**config.mk**
```make
export PLATFORM = sky130hd
export DESIGN_NAME = mem_port_mux
export DESIGN_NICKNAME = d
export VERILOG_FILES = /design/src/cache_subsys_pkg.sv /design/src/mem_port_mux.sv
export SDC_FILE = /design/constraint.sdc
export NUM_CORES = 1
export LEC_CHECK = 0
export BUFFER_PORTS_ARGS = -buffer_cell sky130_fd_sc_hd__buf_4
export CAP_MARGIN = 5
export CORE_AREA = 2 2 109 111
export CTS_CLUSTER_DIAMETER = 200
export DETAILED_ROUTE_END_ITERATION = 16
export DIE_AREA = 0 0 111 113
export SLEW_MARGIN = 25
export SYNTH_ARGS = -nofsm -noshare
export SYNTH_HDL_FRONTEND = slang
export SYNTH_SLANG_ARGS = --single-unit
```
**constraint.sdc**
```tcl
create_clock -name clk_i -period 3.74 [get_ports clk_i]
set_clock_uncertainty 0.1 [all_clocks]
set_input_delay 0.748 -clock clk_i [delete_from_list [all_inputs] [get_ports clk_i]]
set_output_delay 0.748 -clock clk_i [all_outputs]
set_load 0.01 [all_outputs]
```
**src/cache_subsys_pkg.sv**
```systemverilog
`default_nettype none

package cache_subsys_pkg;

  localparam int ADDR_W     = 32;
  localparam int DATA_W     = 32;
  localparam int LINE_OFS_W = 4;
  localparam int LINE_W     = ADDR_W - LINE_OFS_W;
  localparam int NUM_PF     = 2;
  localparam int PF_IDX_W   = (NUM_PF > 1) ? $clog2(NUM_PF) : 1;
  localparam int NUM_SNOOP  = 2;
  localparam int CFG_W      = 64;
  localparam int SID_W      = 2;

  // Base word layout
  localparam int BASE_EN_BIT   = 0;
  localparam int BASE_LINE_LSB = LINE_OFS_W;

  // Parameter word layout, stride counted in lines
  localparam int PARAM_FIELD_W    = 16;
  localparam int PARAM_STRIDE_LSB = 0;
  localparam int PARAM_NBLK_LSB   = 16;

  // Status word layout
  localparam int STATUS_BUSY_LSB = 0;
  localparam int STATUS_EN_LSB   = 16;

  typedef enum logic [SID_W-1:0] {
    SRC_LOAD  = 2'd0,
    SRC_STORE = 2'd1,
    SRC_PF    = 2'd2
  } src_id_e;

  typedef enum logic [1:0] {
    OP_LOAD     = 2'd0,
    OP_STORE    = 2'd1,
    OP_PREFETCH = 2'd2
  } mem_op_e;

  typedef enum logic {
    PF_IDLE  = 1'b0,
    PF_ISSUE = 1'b1
  } pf_state_e;

endpackage

`default_nettype wire

```
**src/mem_port_mux.sv**
```systemverilog
`default_nettype none

module mem_port_mux
  import cache_subsys_pkg::*;
(
  input  wire logic              clk_i,
  input  wire logic              rst_ni,
  input  wire logic              ld_valid_i,
  input  wire logic [ADDR_W-1:0] ld_addr_i,
  input  mem_op_e                ld_op_i,
  output logic                   ld_ready_o,
  input  wire logic              st_valid_i,
  input  wire logic [ADDR_W-1:0] st_addr_i,
  input  wire logic [DATA_W-1:0] st_wdata_i,
  input  mem_op_e                st_op_i,
  output logic                   st_ready_o,
  input  wire logic              pf_valid_i,
  input  wire logic [ADDR_W-1:0] pf_addr_i,
  output logic                   pf_ready_o,
  output logic                   mem_req_valid_o,
  output logic      [ADDR_W-1:0] mem_req_addr_o,
  output mem_op_e                mem_req_op_o,
  output logic      [DATA_W-1:0] mem_req_wdata_o,
  output logic      [SID_W-1:0]  mem_req_sid_o,
  input  wire logic              mem_req_ready_i,
  input  wire logic              mem_rsp_valid_i,
  input  wire logic [SID_W-1:0]  mem_rsp_sid_i,
  input  wire logic [DATA_W-1:0] mem_rsp_data_i,
  output logic                   load_rsp_valid_o,
  output logic      [DATA_W-1:0] load_rsp_data_o,
  output logic                   store_rsp_valid_o
);

  logic [2:0] req_vec;
  src_id_e    sel_src;
  src_id_e    lock_src_q;
  logic       lock_q;

  assign req_vec = {pf_valid_i, st_valid_i, ld_valid_i};

  // Fixed priority, except a stalled transfer keeps its source
  always_comb begin
    if (lock_q && req_vec[lock_src_q]) begin
      sel_src = lock_src_q;
    end else if (ld_valid_i) begin
      sel_src = SRC_LOAD;
    end else if (st_valid_i) begin
      sel_src = SRC_STORE;
    end else begin
      sel_src = SRC_PF;
    end
  end

  always_ff @(posedge clk_i or negedge rst_ni) begin
    if (!rst_ni) begin
      lock_q     <= 1'b0;
      lock_src_q <= SRC_LOAD;
    end else begin
      lock_q     <= mem_req_valid_o && !mem_req_ready_i;
      lock_src_q <= sel_src;
    end
  end

  assign mem_req_valid_o = |req_vec;
  assign mem_req_sid_o   = sel_src;

  always_comb begin
    case (sel_src)
      SRC_LOAD: begin
        mem_req_addr_o  = ld_addr_i;
        mem_req_op_o    = ld_op_i;
        mem_req_wdata_o = '0;
      end
      SRC_STORE: begin
        mem_req_addr_o  = st_addr_i;
        mem_req_op_o    = st_op_i;
        mem_req_wdata_o = st_wdata_i;
      end
      default: begin
        mem_req_addr_o  = pf_addr_i;
        mem_req_op_o    = OP_PREFETCH;
        mem_req_wdata_o = '0;
      end
    endcase
  end

  assign ld_ready_o = mem_req_ready_i && (sel_src == SRC_LOAD);
  assign st_ready_o = mem_req_ready_i && (sel_src == SRC_STORE);
  assign pf_ready_o = mem_req_ready_i && (sel_src == SRC_PF);

  // Prefetch responses end here
  assign load_rsp_valid_o  = mem_rsp_valid_i && (mem_rsp_sid_i == SRC_LOAD);
  assign load_rsp_data_o   = mem_rsp_data_i;
  assign store_rsp_valid_o = mem_rsp_valid_i && (mem_rsp_sid_i == SRC_STORE);

  a_rsp_sid_known : assert property (
    @(posedge clk_i) disable iff (!rst_ni)
    mem_rsp_valid_i |-> mem_rsp_sid_i inside {SRC_LOAD, SRC_STORE, SRC_PF}
  ) else $error("mem_port_mux: response with unknown sid %0d", mem_rsp_sid_i);

endmodule

`default_nettype wire

```
==> results.toml <==
[status]
status = "complete, no violations"

[sta]
worstMarginPinSlew_ns = 0.537
setup_viol = 0
fin_ws_ns = 0.772
rsz0062_at_grt = "no"
fin_crit_sh_pct = 79.4
drv_slew = 0
hold_viol = 0
tns_ns = 0
clock.fmax_mhz = 337
finalCriticalPeriod_ns = 2.97
slew_headroom_pct = 64.2

[yosys]
async_reset_ff_share_pct = 100
synth_edf_count = 0
synth_common_cells = "65 x and2_1, 32 x a221o_1, 32 x buf_4"
syn-cell-area_sq_mm = 0.00133
yosys_register_bits = 3
synth_cell_types = 24
synth-seq-area-share_pct = 5.67
syn_area_per_cell_sq_um = 7.93
synth_ff_type = "dfrtp_1"
synth.area.top_cells = "and2_1 31%, a221o_1 24%, buf_4 18%"
synth_top_area_share_pct = 30.7
syn_inst = 167
synthesis.nets = 340
synth_top_cell_by_area = "and2_1"
yosysWarnings = 0
synth_most_common_cell = "and2_1"

[drt]
drt_first_pass_iters = 4
post_drt_wl_per_cell_microns = 14.8
drtIter0Drc = 53
route.detailed.drc = 0
wirelength_microns = 7170
postRouteAntennaNets = 0
vias = 1955
viasPerCell = 4.04

[die]
die_w_microns = 111
die-area_sq_mm = 0.0125
pin_count = 279
rows = 39
start_util_pct = 11.8
die_height_microns = 113
design.core.area_sq_mm = 0.0113

[placed_design]
dp_slack_ns = 0.757
finalWeightedCongestion = 0.855
dp_hpwl_microns = 6110
io_buffers = 214

[global_route]
grt_pass1_wl_microns = 10400
grt_overflow = 0
grt_max_degree = 36
grt_antenna_before_repair = 0
grt_usage_pct = 10.4
first_global_vias = 1912

[clock_network]
numCtsBuffers = 3
clk_pin_slew_worst_paths_ns = 0.03
postCtsResizedCells = 0
clk_latency_ns = 0.22
root_buffer = "clkbuf_16"
cts_max_level = 1
clk_path_buf_depth = 2
cts_sinks = 3
cts_setup_buffers = 0
holdBufCountCts = 0
cts_tree = "built"

[cells_and_area]
finalNetCount = 515
syn_to_final_growth_pct = 115
fill_cells = 1251
n_antenna_cell = 0
seq_area_sq_um = 75.1
multi_input_area_sq_um = 873
drive_gt1_share_pct = 66.3

[power_and_ir_drop]
p_int_mw = 0.393
p_switching_mw = 0.161
p_leak_nw = 1.51
ir_drop_mv = 0.0827
p_comb_share_pct = 63.0
power_density_mw_per_mm2 = 194
power.clock.fraction_pct = 30.2
p_sw_share_pct = 29.0
seq_power_share_pct = 6.7

[hold_path]
hold_class = "in2async"

[critical_path]
cp.arrival_ns = 2.12
crit_type = "in2out"
startpoint_type = "input port"
cp-end-kind = "primary output"
worstPathMaxFanout = 33
required_ns = 2.89

[flow_run]
maxCapViolations = 0
## cells in the final DEF, fill, tap and decap left out
cell type	n
nor3b_1	3
o21a_4	1
nand4b_4	1
nand2b_1	1
o21ai_0	1
o2111a_2	1
nand2_1	1
dfrtp_1	3
or3_1	1
nor2b_1	1
and3b_1	1
buf_4	217
inv_2	2
inv_1	2
and2_1	65
nand4b_1	1
mux2i_1	1
and3_1	1
clkbuf_1	1
clkbuf_16	3
mux2_2	1
a221o_1	32
## final cells by class
| cell class | count | area share, % |
|---|---|---|
| clock buffers | 4 | 2.77 |
| inverters | 4 | 0.527 |
| multi-input cells | 113 | 30.6 |
| flip-flops and latches | 3 | 2.63 |
| well taps | 143 | 6.28 |
| repair buffers | 217 | 57.2 |
## power groups by stage
| stage | Sequential (mW) | Clock (mW) | Combinational, mW |
|---|---|---|---|
| 4_1_cts | 0.0372 | 0.170 | 0.354 |
| 2_1_floorplan | 0.0372 | 0 | 0.177 |
| 6_report | 0.0372 | 0.168 | 0.349 |
| 3_5_place_dp | 0.0376 | 0 | 0.353 |
| 5_1_grt | 0.0375 | 0.176 | 0.376 |
| 3_3_place_gp | 0.0375 | 0 | 0.350 |
## critical path: stages
cell and delay [ns]:
buf_4 0.13, o21ai_0 0.08, o2111a_2 0.32, buf_4 0.32, mux2_2 0.37, buf_4 0.14
## metal layers
metal	global-route usage (%)	up-vias	wire (microns)	share of wire, %
met5	0	-	0	0
met4	3.58	0	179	2.5
met3	2.25	24	657	9.2
met2	20.4	135	3790	53
met1	10.9	884	2540	35
li1	-	912	-	-
## worst paths after layout
check / startpoint / to / slack, ns / depth (start not counted)
hold reg to reg: lock_src_q[1] / lock_src_q[1] / 0.90 / 3
max in group asynchronous: rst_ni / lock_src_q[0] / 3.24 / 1
hold / removal: rst_ni / lock_src_q[1] / 0.21 / 1
min in group clk_i: mem_req_ready_i / lock_q / 0.60 / 2
setup / recovery: ld_valid_i / mem_req_op_o[1] / 0.77 / 6
setup reg to reg: lock_q / lock_src_q[0] / 2.27 / 4
## registers in the layout (all words and copies together) (netlist names)
name / count
lock_src_q: 2
lock_q: 1
## cells by family (layout without fill, tap and decap cells)
kind of cell / Yosys count / count (layout) / synth area share, %
DFF: 3 / 3 / 5.67
buffers and inverters: 51 / 225 / 28.5
and+or+nand+nor: 76 / 76 / 37.7
muxes: 2 / 2 / 1.61
AOI/OAI and AO/OA: 35 / 35 / 26.5
## per-stage QoR
stage	hold WS [ns]	total power, mW	area, sq um	utilization, %	std cells
after floorplan	0.352	0.215	1330	-	167
after global placement	0.438	0.387	2770	24.6	480
after detailed placement	0.438	0.391	2770	24.6	480
after CTS	0.205	0.562	2850	25.3	484
after global routing	0.204	0.589	2850	25.3	484
final	0.206	0.554	2850	25.3	484
Power figures use the tool's default switching activity.
