File: config.mk
export PLATFORM = sky130hd
export DESIGN_NAME = core_req_port
export DESIGN_NICKNAME = d
export VERILOG_FILES = /design/src/cache_subsys_pkg.sv /design/src/core_req_port.sv
export SDC_FILE = /design/constraint.sdc
export NUM_CORES = 1
export LEC_CHECK = 0
export BUFFER_PORTS_ARGS = -buffer_cell sky130_fd_sc_hd__buf_2
export CAP_MARGIN = 20
export CORE_UTILIZATION = 39
export DETAILED_ROUTE_END_ITERATION = 8
export PLACE_DENSITY = 0.78
export SYNTH_ARGS = -nofsm -noshare
export SYNTH_HDL_FRONTEND = slang
export SYNTH_SLANG_ARGS = --single-unit
File: constraint.sdc
create_clock -name clk_i -period 1.75 [get_ports clk_i]
set_input_delay 0.35 -clock clk_i [delete_from_list [all_inputs] [get_ports clk_i]]
set_output_delay 0.35 -clock clk_i [all_outputs]
set_load 0.01 [all_outputs]
File: src/cache_subsys_pkg.sv
`default_nettype none

package cache_subsys_pkg;

  localparam int ADDR_W     = 32;
  localparam int DATA_W     = 32;
  localparam int LINE_OFS_W = 4;
  localparam int LINE_W     = ADDR_W - LINE_OFS_W;
  localparam int NUM_PF     = 2;
  localparam int PF_IDX_W   = (NUM_PF > 1) ? $clog2(NUM_PF) : 1;
  localparam int NUM_SNOOP  = 2;
  localparam int CFG_W      = 64;
  localparam int SID_W      = 2;

  // Base word layout
  localparam int BASE_EN_BIT   = 0;
  localparam int BASE_LINE_LSB = LINE_OFS_W;

  // Parameter word layout, stride counted in lines
  localparam int PARAM_FIELD_W    = 16;
  localparam int PARAM_STRIDE_LSB = 0;
  localparam int PARAM_NBLK_LSB   = 16;

  // Status word layout
  localparam int STATUS_BUSY_LSB = 0;
  localparam int STATUS_EN_LSB   = 16;

  typedef enum logic [SID_W-1:0] {
    SRC_LOAD  = 2'd0,
    SRC_STORE = 2'd1,
    SRC_PF    = 2'd2
  } src_id_e;

  typedef enum logic [1:0] {
    OP_LOAD     = 2'd0,
    OP_STORE    = 2'd1,
    OP_PREFETCH = 2'd2
  } mem_op_e;

  typedef enum logic {
    PF_IDLE  = 1'b0,
    PF_ISSUE = 1'b1
  } pf_state_e;

endpackage

`default_nettype wire

File: src/core_req_port.sv
`default_nettype none

module core_req_port
  import cache_subsys_pkg::*;
#(
  parameter mem_op_e PortOp = OP_LOAD
) (
  input  wire logic              clk_i,
  input  wire logic              rst_ni,
  input  wire logic              req_valid_i,
  input  wire logic [ADDR_W-1:0] req_addr_i,
  input  wire logic [DATA_W-1:0] req_wdata_i,
  output logic                   req_ready_o,
  output logic                   out_valid_o,
  output logic      [ADDR_W-1:0] out_addr_o,
  output logic      [DATA_W-1:0] out_wdata_o,
  output mem_op_e                out_op_o,
  input  wire logic              out_ready_i,
  output logic                   snoop_valid_o,
  output logic      [LINE_W-1:0] snoop_line_o
);

  logic              full_q;
  logic [ADDR_W-1:0] addr_q;
  logic [DATA_W-1:0] wdata_q;
  logic              accept;

  // Empty or draining this cycle
  assign req_ready_o = !full_q || out_ready_i;
  assign accept      = req_valid_i && req_ready_o;

  always_ff @(posedge clk_i or negedge rst_ni) begin
    if (!rst_ni) begin
      full_q <= 1'b0;
    end else if (accept) begin
      full_q <= 1'b1;
    end else if (out_ready_i) begin
      full_q <= 1'b0;
    end
  end

  always_ff @(posedge clk_i) begin
    if (accept) begin
      addr_q  <= req_addr_i;
      wdata_q <= req_wdata_i;
    end
  end

  assign out_valid_o = full_q;
  assign out_addr_o  = addr_q;
  assign out_wdata_o = wdata_q;
  assign out_op_o    = PortOp;

  // Prefetcher sees every accepted request
  assign snoop_valid_o = accept;
  assign snoop_line_o  = req_addr_i[ADDR_W-1:LINE_OFS_W];

  a_out_stable : assert property (
    @(posedge clk_i) disable iff (!rst_ni)
    out_valid_o && !out_ready_i |=> out_valid_o && $stable(out_addr_o)
  ) else $error("core_req_port: request changed under back-pressure");

endmodule

`default_nettype wire

==> impl_summary.txt, run 1 <==
----------------------------------------------------
[Status]
  Status ... completed

[Layout]
  Net count, final ... 314
  Relative area change from synthesis to final layout ... 40.01%
  Number of antenna diodes ... 0
  Ratio of cells with drive above 1 in the final layout ... between 70% and 80%

[Timing]
  Tmin final ... roughly 1.5 ns
  Final total negative setup slack ... 0 ns
  Number of slew-limit violations in the final report ... 0
  Final worst path period share ... 87.74%
  Fin. Hold Viols ... 0
  Worst Clk Skew ... 0.005311 ns
  Final setup viols ... 0
  Fmax achieved ... around 650 MHz
  RSZ-0062 raised after global routing ... no

[CTS]
  Post-CTS setup-driven buffer insertion count ... 0
  CTS tree ... done
  TritonCTS sink count ... 65
  Count of cells resized by post-cts repair ... 0
  Root cell of the clock tree ... sky130_fd_sc_hd__clkbuf_8
  CTS clk-pin slew, worst paths ... 0.07 ns
  H-tree depth reported by CTS ... 3
  CTS buffer count ... 9
  Maximum number of buffers from clock root to sink ... 2
  Post-cts hold buffer count ... 1
  Insertion delay of the later-clocked pin in the worst-skew pair ... 0.32 ns

[Global routing]
  Grt met2 use ... 24.34%
  GRT overflow ... 0
  M3 GR Usage ... around 4.4%
  Global-route wire length before repair ... 6.037 mm
  Global routing's busiest layer ... met2
  All-layer global routing usage ... around 14%
  Vias in the first global route ... 1341
  Met1 Usage GRT ... between 10% and 20%
  Largest net degree at the start of global routing ... 32
  Antenna violations before repair ... 0

[Detailed routing]
  Post-route ant nets ... 0
  Detailed-route via count ... 1345
  Pre-antenna DRT Iters ... 4
  Drt total wl ... 4.101 mm
  Vias per inst ... 4.164
  WL/cell ... roughly 13 microns
  Drc violations ... 0
  Detailed Route Iter0 Violations ... 46

[Worst setup path]
  Dominant delay contributor by cell family on the critical path ... flip-flops
  Crit path launch type ... flop
  Critical path class ... reg -> out
  Combined buffer and inverter count along the critical path ... 1
  Worst path max stage delay ... 0.40 ns
  Crit path required time ... 1.40 ns
  Worst-path fanout max ... 8
  Worst path arrival time ... 1.19 ns
  Critical Path Sink Type ... primary output
  Slowest cell on the critical path ... sky130_fd_sc_hd__dfrtp_1
  Ordered list of cells on the worst path ... nand2b_4, and2_4, buf_2

[Floorplanning]
  I/O pin count ... 165
  Initial cell density of the core ... 40.28%
  Core outline area ... roughly 0.0055 sq mm
  Horizontal die dimension ... ~77 microns
  Vert. Die Dim ... 77.19 microns
  Die area ... just under 0.006 sq mm
  Floorplan row count ... 27

[Synthesis]
  Top area cells in the synthesized netlist ... sky130_fd_sc_hd__edfxtp_1, sky130_fd_sc_hd__buf_4, sky130_fd_sc_hd__dfrtp_1
  Post-Syn Area ... 0.002205 sq mm
  Yosys warns ... 0
  Number of cells produced by synthesis ... 99
  Share of synthesized area occupied by flip-flops and latches ... 88.31%
  Count of distinct cell types in the synthesized netlist ... 7
  Most area-hungry cell type in the Yosys netlist ... sky130_fd_sc_hd__edfxtp_1
  Share of Yosys cell area claimed by the top area cell type ... 87.17%
  Flop and latch count out of synthesis ... 65
  Average instance area after synthesis ... around 22 sq um

[Power and ir drop]
  Power density of the placed cells ... 1020 mW/mm^2
  Leakage power summed over all cells ... 1.380 nW
  Worst vdd ir ... roughly 0.53 mV
  Total chip power ... about 3.1 mW

[Place]
  Global placement routability congestion ... 0.6610
  Buffers on Ports ... roughly 160
  Detailed Place HPWL ... 3.203 mm

[Min path]
  Classification of the worst-slack hold path ... in -> reg

[Flow run]
  Max-cap violation count ... 0

----------------------------------------------------
## worst register-to-register path, cell delays in order, from the launching register on
cell and delay [ns]:
sky130_fd_sc_hd__dfrtp_1 0.40, sky130_fd_sc_hd__nand2b_4 0.08, sky130_fd_sc_hd__and2_4 0.23, sky130_fd_sc_hd__buf_12 0.22
## per-stage QoR
| step | worst slack [ns] | utilization (%) | area [sq um] | instances | hold slack (ns) |
|---|---|---|---|---|---|
| final | 0.2145 | 56.40 | 3087 | 323 | 0.2004 |
| after global routing | 0.1518 | 56.40 | 3087 | 323 | 0.1767 |
| after CTS | 0.1821 | 56.40 | 3087 | 323 | 0.1770 |
| after detailed placement | 0.4304 | 53.43 | 2924 | 306 | 0.1258 |
| after global placement | 0.4448 | 53.43 | 2924 | 306 | 0.1265 |
| after floorplan | 0.2742 | - | 2208 | 100 | 0.05441 |
## cell usage in the layout (no fill, tap or decap)
| cell type | netlist | routed |
|---|---|---|
| sky130_fd_sc_hd__and2_4 | 1 | 1 |
| sky130_fd_sc_hd__buf_12 | 0 | 2 |
| sky130_fd_sc_hd__buf_2 | 0 | 162 |
| sky130_fd_sc_hd__clkbuf_1 | 0 | 5 |
| sky130_fd_sc_hd__clkbuf_8 | 0 | 9 |
| sky130_fd_sc_hd__clkinv_2 | 0 | 2 |
| sky130_fd_sc_hd__conb_1 | 1 | 2 |
| sky130_fd_sc_hd__dfrtp_1 | 1 | 1 |
| sky130_fd_sc_hd__dlygate4sd3_1 | 0 | 1 |
| sky130_fd_sc_hd__edfxtp_1 | 64 | 64 |
| sky130_fd_sc_hd__nand2b_1 | 1 | 1 |
| sky130_fd_sc_hd__nand2b_4 | 1 | 1 |
## Yosys cell counts
| library cell | instances |
|---|---|
| sky130_fd_sc_hd__nand2b_1 | 1 |
| sky130_fd_sc_hd__nand2b_4 | 1 |
| sky130_fd_sc_hd__dfrtp_1 | 1 |
| sky130_fd_sc_hd__edfxtp_1 | 64 |
| sky130_fd_sc_hd__conb_1 | 1 |
| sky130_fd_sc_hd__and2_4 | 1 |
| sky130_fd_sc_hd__buf_4 | 30 |
## cells by family after synthesis
group | after synthesis | synth area share [%]
other cells | 1 | 0.1701
simple gates | 3 | 1.305
flops | 65 | 88.31
buf+inv | 30 | 10.22
## sequential cells by signal, indices dropped and copies added (netlist names)
register     flops
out_addr_o      32
out_valid_o      1
out_wdata_o     32
## worst paths after layout
path	start	endpoint	slack (ns)	cells after the start
min	req_wdata_i[10]	out_wdata_o[10]	0.20	1
min reg2reg	out_valid_o	out_valid_o	0.54	2
max reg2reg	out_valid_o	out_wdata_o[27]	0.50	3
max	out_valid_o	snoop_valid_o	0.21	3
max in group asynchronous	rst_ni	out_valid_o	1.33	2
min in group asynchronous	rst_ni	out_valid_o	0.34	2
## power breakdown
part	internal, mW	total (mW)	switching (mW)	leakage [nW]
sequential	1.81	1.83	0.0198	0.620
combinational	0.146	0.316	0.170	0.681
clock	0.512	0.999	0.487	0.0784
## layout make-up
class | count | area, sq um
clock inverters | 2 | 10.01
clock buffers | 14 | 142.6
multi-input cells | 5 | 36.28
flip-flops and latches | 65 | 1947
fillers | 497 | 2386
repair buffers | 165 | 860.8
well taps | 72 | 90.09
## metal layers
metal	vias up	share of wire (%)
li1	632	-
met1	611	36
met2	91	52
met3	11	9.4
met4	0	2.4
met5	-	0
No activity file was read; power rests on OpenSTA's default activity.
==> run 2: changes to the inputs <==
ABC_CLOCK_PERIOD_IN_PS = 1750   (was unset)
CORE_ASPECT_RATIO = 0.6   (was unset)
==> impl_summary.txt, run 2 (synthesis results as in run 1) <==
----------------------------------------------------
[Detailed routing]
  WL/cell ... 13.68 microns (+7.7%)
  Drt total wl ... 4.323 mm (+5.4%)
  Detailed-route via count ... 1345 (unchanged)
  Pre-antenna DRT Iters ... 3 (-1)
  Detailed Route Iter0 Violations ... 27 (-41%)
  Drc violations ... 0 (unchanged)
  Vias per inst ... 4.256 (+2.2%)
  Post-route ant nets ... 0 (unchanged)

[Timing]
  Fin. Hold Viols ... 0 (unchanged)
  Worst Clk Skew ... 0.004765 ns (-0.0005458 ns)
  Final worst path period share ... 86.73% (-1.0 points)
  RSZ-0062 raised after global routing ... no
  Final total negative setup slack ... 0 ns (unchanged)
  Tmin final ... 1.518 ns (-0.01780 ns)
  Fmax achieved ... 658.9 MHz (+1.2%)
  Number of slew-limit violations in the final report ... 0 (unchanged)
  Fin worst setup slack ... 0.2323 ns (+0.01780 ns)
  Final setup viols ... 0 (unchanged)

[CTS]
  Maximum number of buffers from clock root to sink ... 2 (unchanged)
  CTS clk-pin slew, worst paths ... 0.07 ns (about the same)
  CTS buffer count ... 9 (unchanged)
  TritonCTS sink count ... 65 (unchanged)
  CTS tree ... done
  Insertion delay of the later-clocked pin in the worst-skew pair ... 0.32 ns (about the same)
  Root cell of the clock tree ... sky130_fd_sc_hd__clkbuf_8
  Count of cells resized by post-cts repair ... 0 (unchanged)
  H-tree depth reported by CTS ... 3 (unchanged)

[Layout]
  Area taken by flip-flops and latches ... 0.001947 sq mm (unchanged)
  Filler cell count ... 438 (-12%)
  Relative area change from synthesis to final layout ... 39.61%
  Combined area of the multi-input logic cells ... 36.28 sq um (unchanged)
  Most frequent standard cell in the layout excluding fill and tap cells ... sky130_fd_sc_hd__buf_2
  Net count, final ... 314 (unchanged)
  Number of antenna diodes ... 0 (unchanged)
  Commonest cells after routing, fill and taps aside ... sky130_fd_sc_hd__buf_2, sky130_fd_sc_hd__edfxtp_1, sky130_fd_sc_hd__clkbuf_8
  Ratio of cells with drive above 1 in the final layout ... 70.80% (+0.28 points)

[Min path]
  Cells on Worst Hold Path ... 1 (unchanged)
  Hold path startpoint ... req_wdata_i[2]
  Worst Hold Endpoint ... out_wdata_o[2]
  Classification of the worst-slack hold path ... in -> reg

[Global routing]
  Largest net degree at the start of global routing ... 36 (+13%)
  Antenna violations before repair ... 0 (unchanged)
  Global-route wire length before repair ... 6.099 mm (+1.0%)
  GRT overflow ... 0 (unchanged)
  Vias in the first global route ... 1266 (-5.6%)
  All-layer global routing usage ... 14.64% (+0.41 points)

[Worst setup path]
  Worst reg-to-reg path cell count ... 3 (unchanged)
  Source of the critical timing path ... out_valid_o
  Worst flop-to-flop path startpoint ... out_valid_o
  Ordered list of cells on the worst path ... nand2b_4, and2_4, buf_2
  Slowest cell on the critical path ... sky130_fd_sc_hd__dfrtp_1
  Worst reg2reg setup slack ... 0.51 ns (about the same)
  Worst path arrival time ... 1.17 ns (-0.02 ns)
  Crit path launch type ... flop
  Crit path required time ... 1.40 ns (about the same)
  Critical path class ... reg -> out
  Worst-path fanout max ... 5 (-3)
  Reg-to-reg critical path endpoint ... out_wdata_o[20]
  Critical Path Sink Type ... primary output
  Worst path max stage delay ... 0.41 ns (about the same)

[Power and ir drop]
  Power density of the placed cells ... 1017 mW/mm^2 (-0.28%)
  Part of the power in the clock network ... 31.2% (-0.5 points)
  Switching part of the total ... 21.79% (+0.31 points)
  Net load switching power ... 0.6820 mW (+0.86%)
  Power share of the combinational group ... 10.2% (+0.2 points)
  Worst vdd ir ... 0.5467 mV (+2.5%)
  Leakage power summed over all cells ... 1.376 nW (-0.27%)
  Total internal power ... 2.448 mW (-0.96%)
  Sequential fraction of design power ... 58.5% (+0.3 points)

[Floorplanning]
  Core outline area ... 0.005255 sq mm (-4.0%)
  Horizontal die dimension ... 99.07 microns (+28%)
  I/O pin count ... 165 (unchanged)
  Floorplan row count ... 20 (-26%)
  Vert. Die Dim ... 60.24 microns (-22%)
  Die area ... 0.005968 sq mm (+0.17%)
  Initial cell density of the core ... 41.95% (+1.7 points)

[Place]
  Buffers on Ports ... 162 (unchanged)
  Global placement routability congestion ... 0.7533 (+14%)
  Worst setup slack before clock tree synthesis ... 0.4379 ns (+0.007506 ns)
  Detailed Place HPWL ... 3.343 mm (+4.4%)

[Flow run]
  Max-cap violation count ... 0 (unchanged)

[Status]
  Status ... completed

----------------------------------------------------
[run 2: area by class of cell]
cell class | count | area share, %
multi-input combinational | 5 | 1.179
sequential | 65 | 63.25
clock inverter | 5 | 0.7724
timing repair buffer | 165 | 27.97
clock buffer | 10 | 4.146
tap | 66 | 2.683
[run 2: through the flow]
step / utilization, % / hold WS, ns / instance area, sq um / cells / power [mW]
floorplan: - / 0.05441 / 2208 / 100 / 2.022
global placement: 55.50 / 0.1241 / 2917 / 300 / 2.182
detailed placement: 55.50 / 0.1285 / 2917 / 300 / 2.191
CTS: 58.57 / 0.1803 / 3078 / 316 / 3.179
global route: 58.57 / 0.1714 / 3078 / 316 / 3.276
finish: 58.57 / 0.1989 / 3078 / 316 / 3.130
[run 2: power groups by stage]
stage          logic [mW]  clock network (mW)  registers (mW)
6_report            0.320               0.977            1.83
5_1_grt             0.347                1.09            1.84
4_1_cts             0.327                1.02            1.83
3_5_place_dp        0.325                   0            1.87
3_3_place_gp        0.319                   0            1.86
2_1_floorplan       0.106                   0            1.92
[run 2: what timing repair did]
item                       CTS  global route
setup endpoints to repair    0             0
buffers inserted             0             0
hold endpoints to repair     1             0
hold buffers                 1             0
[run 2: how the worst max path moves through the flow]
stage                      endpoint  slack (ns)  cells past startpoint
floorplan             out_addr_o[0]        0.27                      2
global placement    out_wdata_o[27]        0.47                      4
detailed placement  out_wdata_o[18]        0.44                      4
CTS                   snoop_valid_o        0.19                      3
global route          snoop_valid_o        0.15                      3
finish                snoop_valid_o        0.23                      3
[run 2: routing by layer]
layer	global-route usage (%)	wire length [microns]
met4	6.303	45
met1	15.14	1610
met5	0	0
met2	24.38	2114
met3	9.123	553
[run 2: worst max-delay path: cells and delay by family (launching register included)]
family / cells / cell delay (ns)
buffers and inverters: 1 / 0.15
DFF: 1 / 0.41
and+or+nand+nor: 2 / 0.29
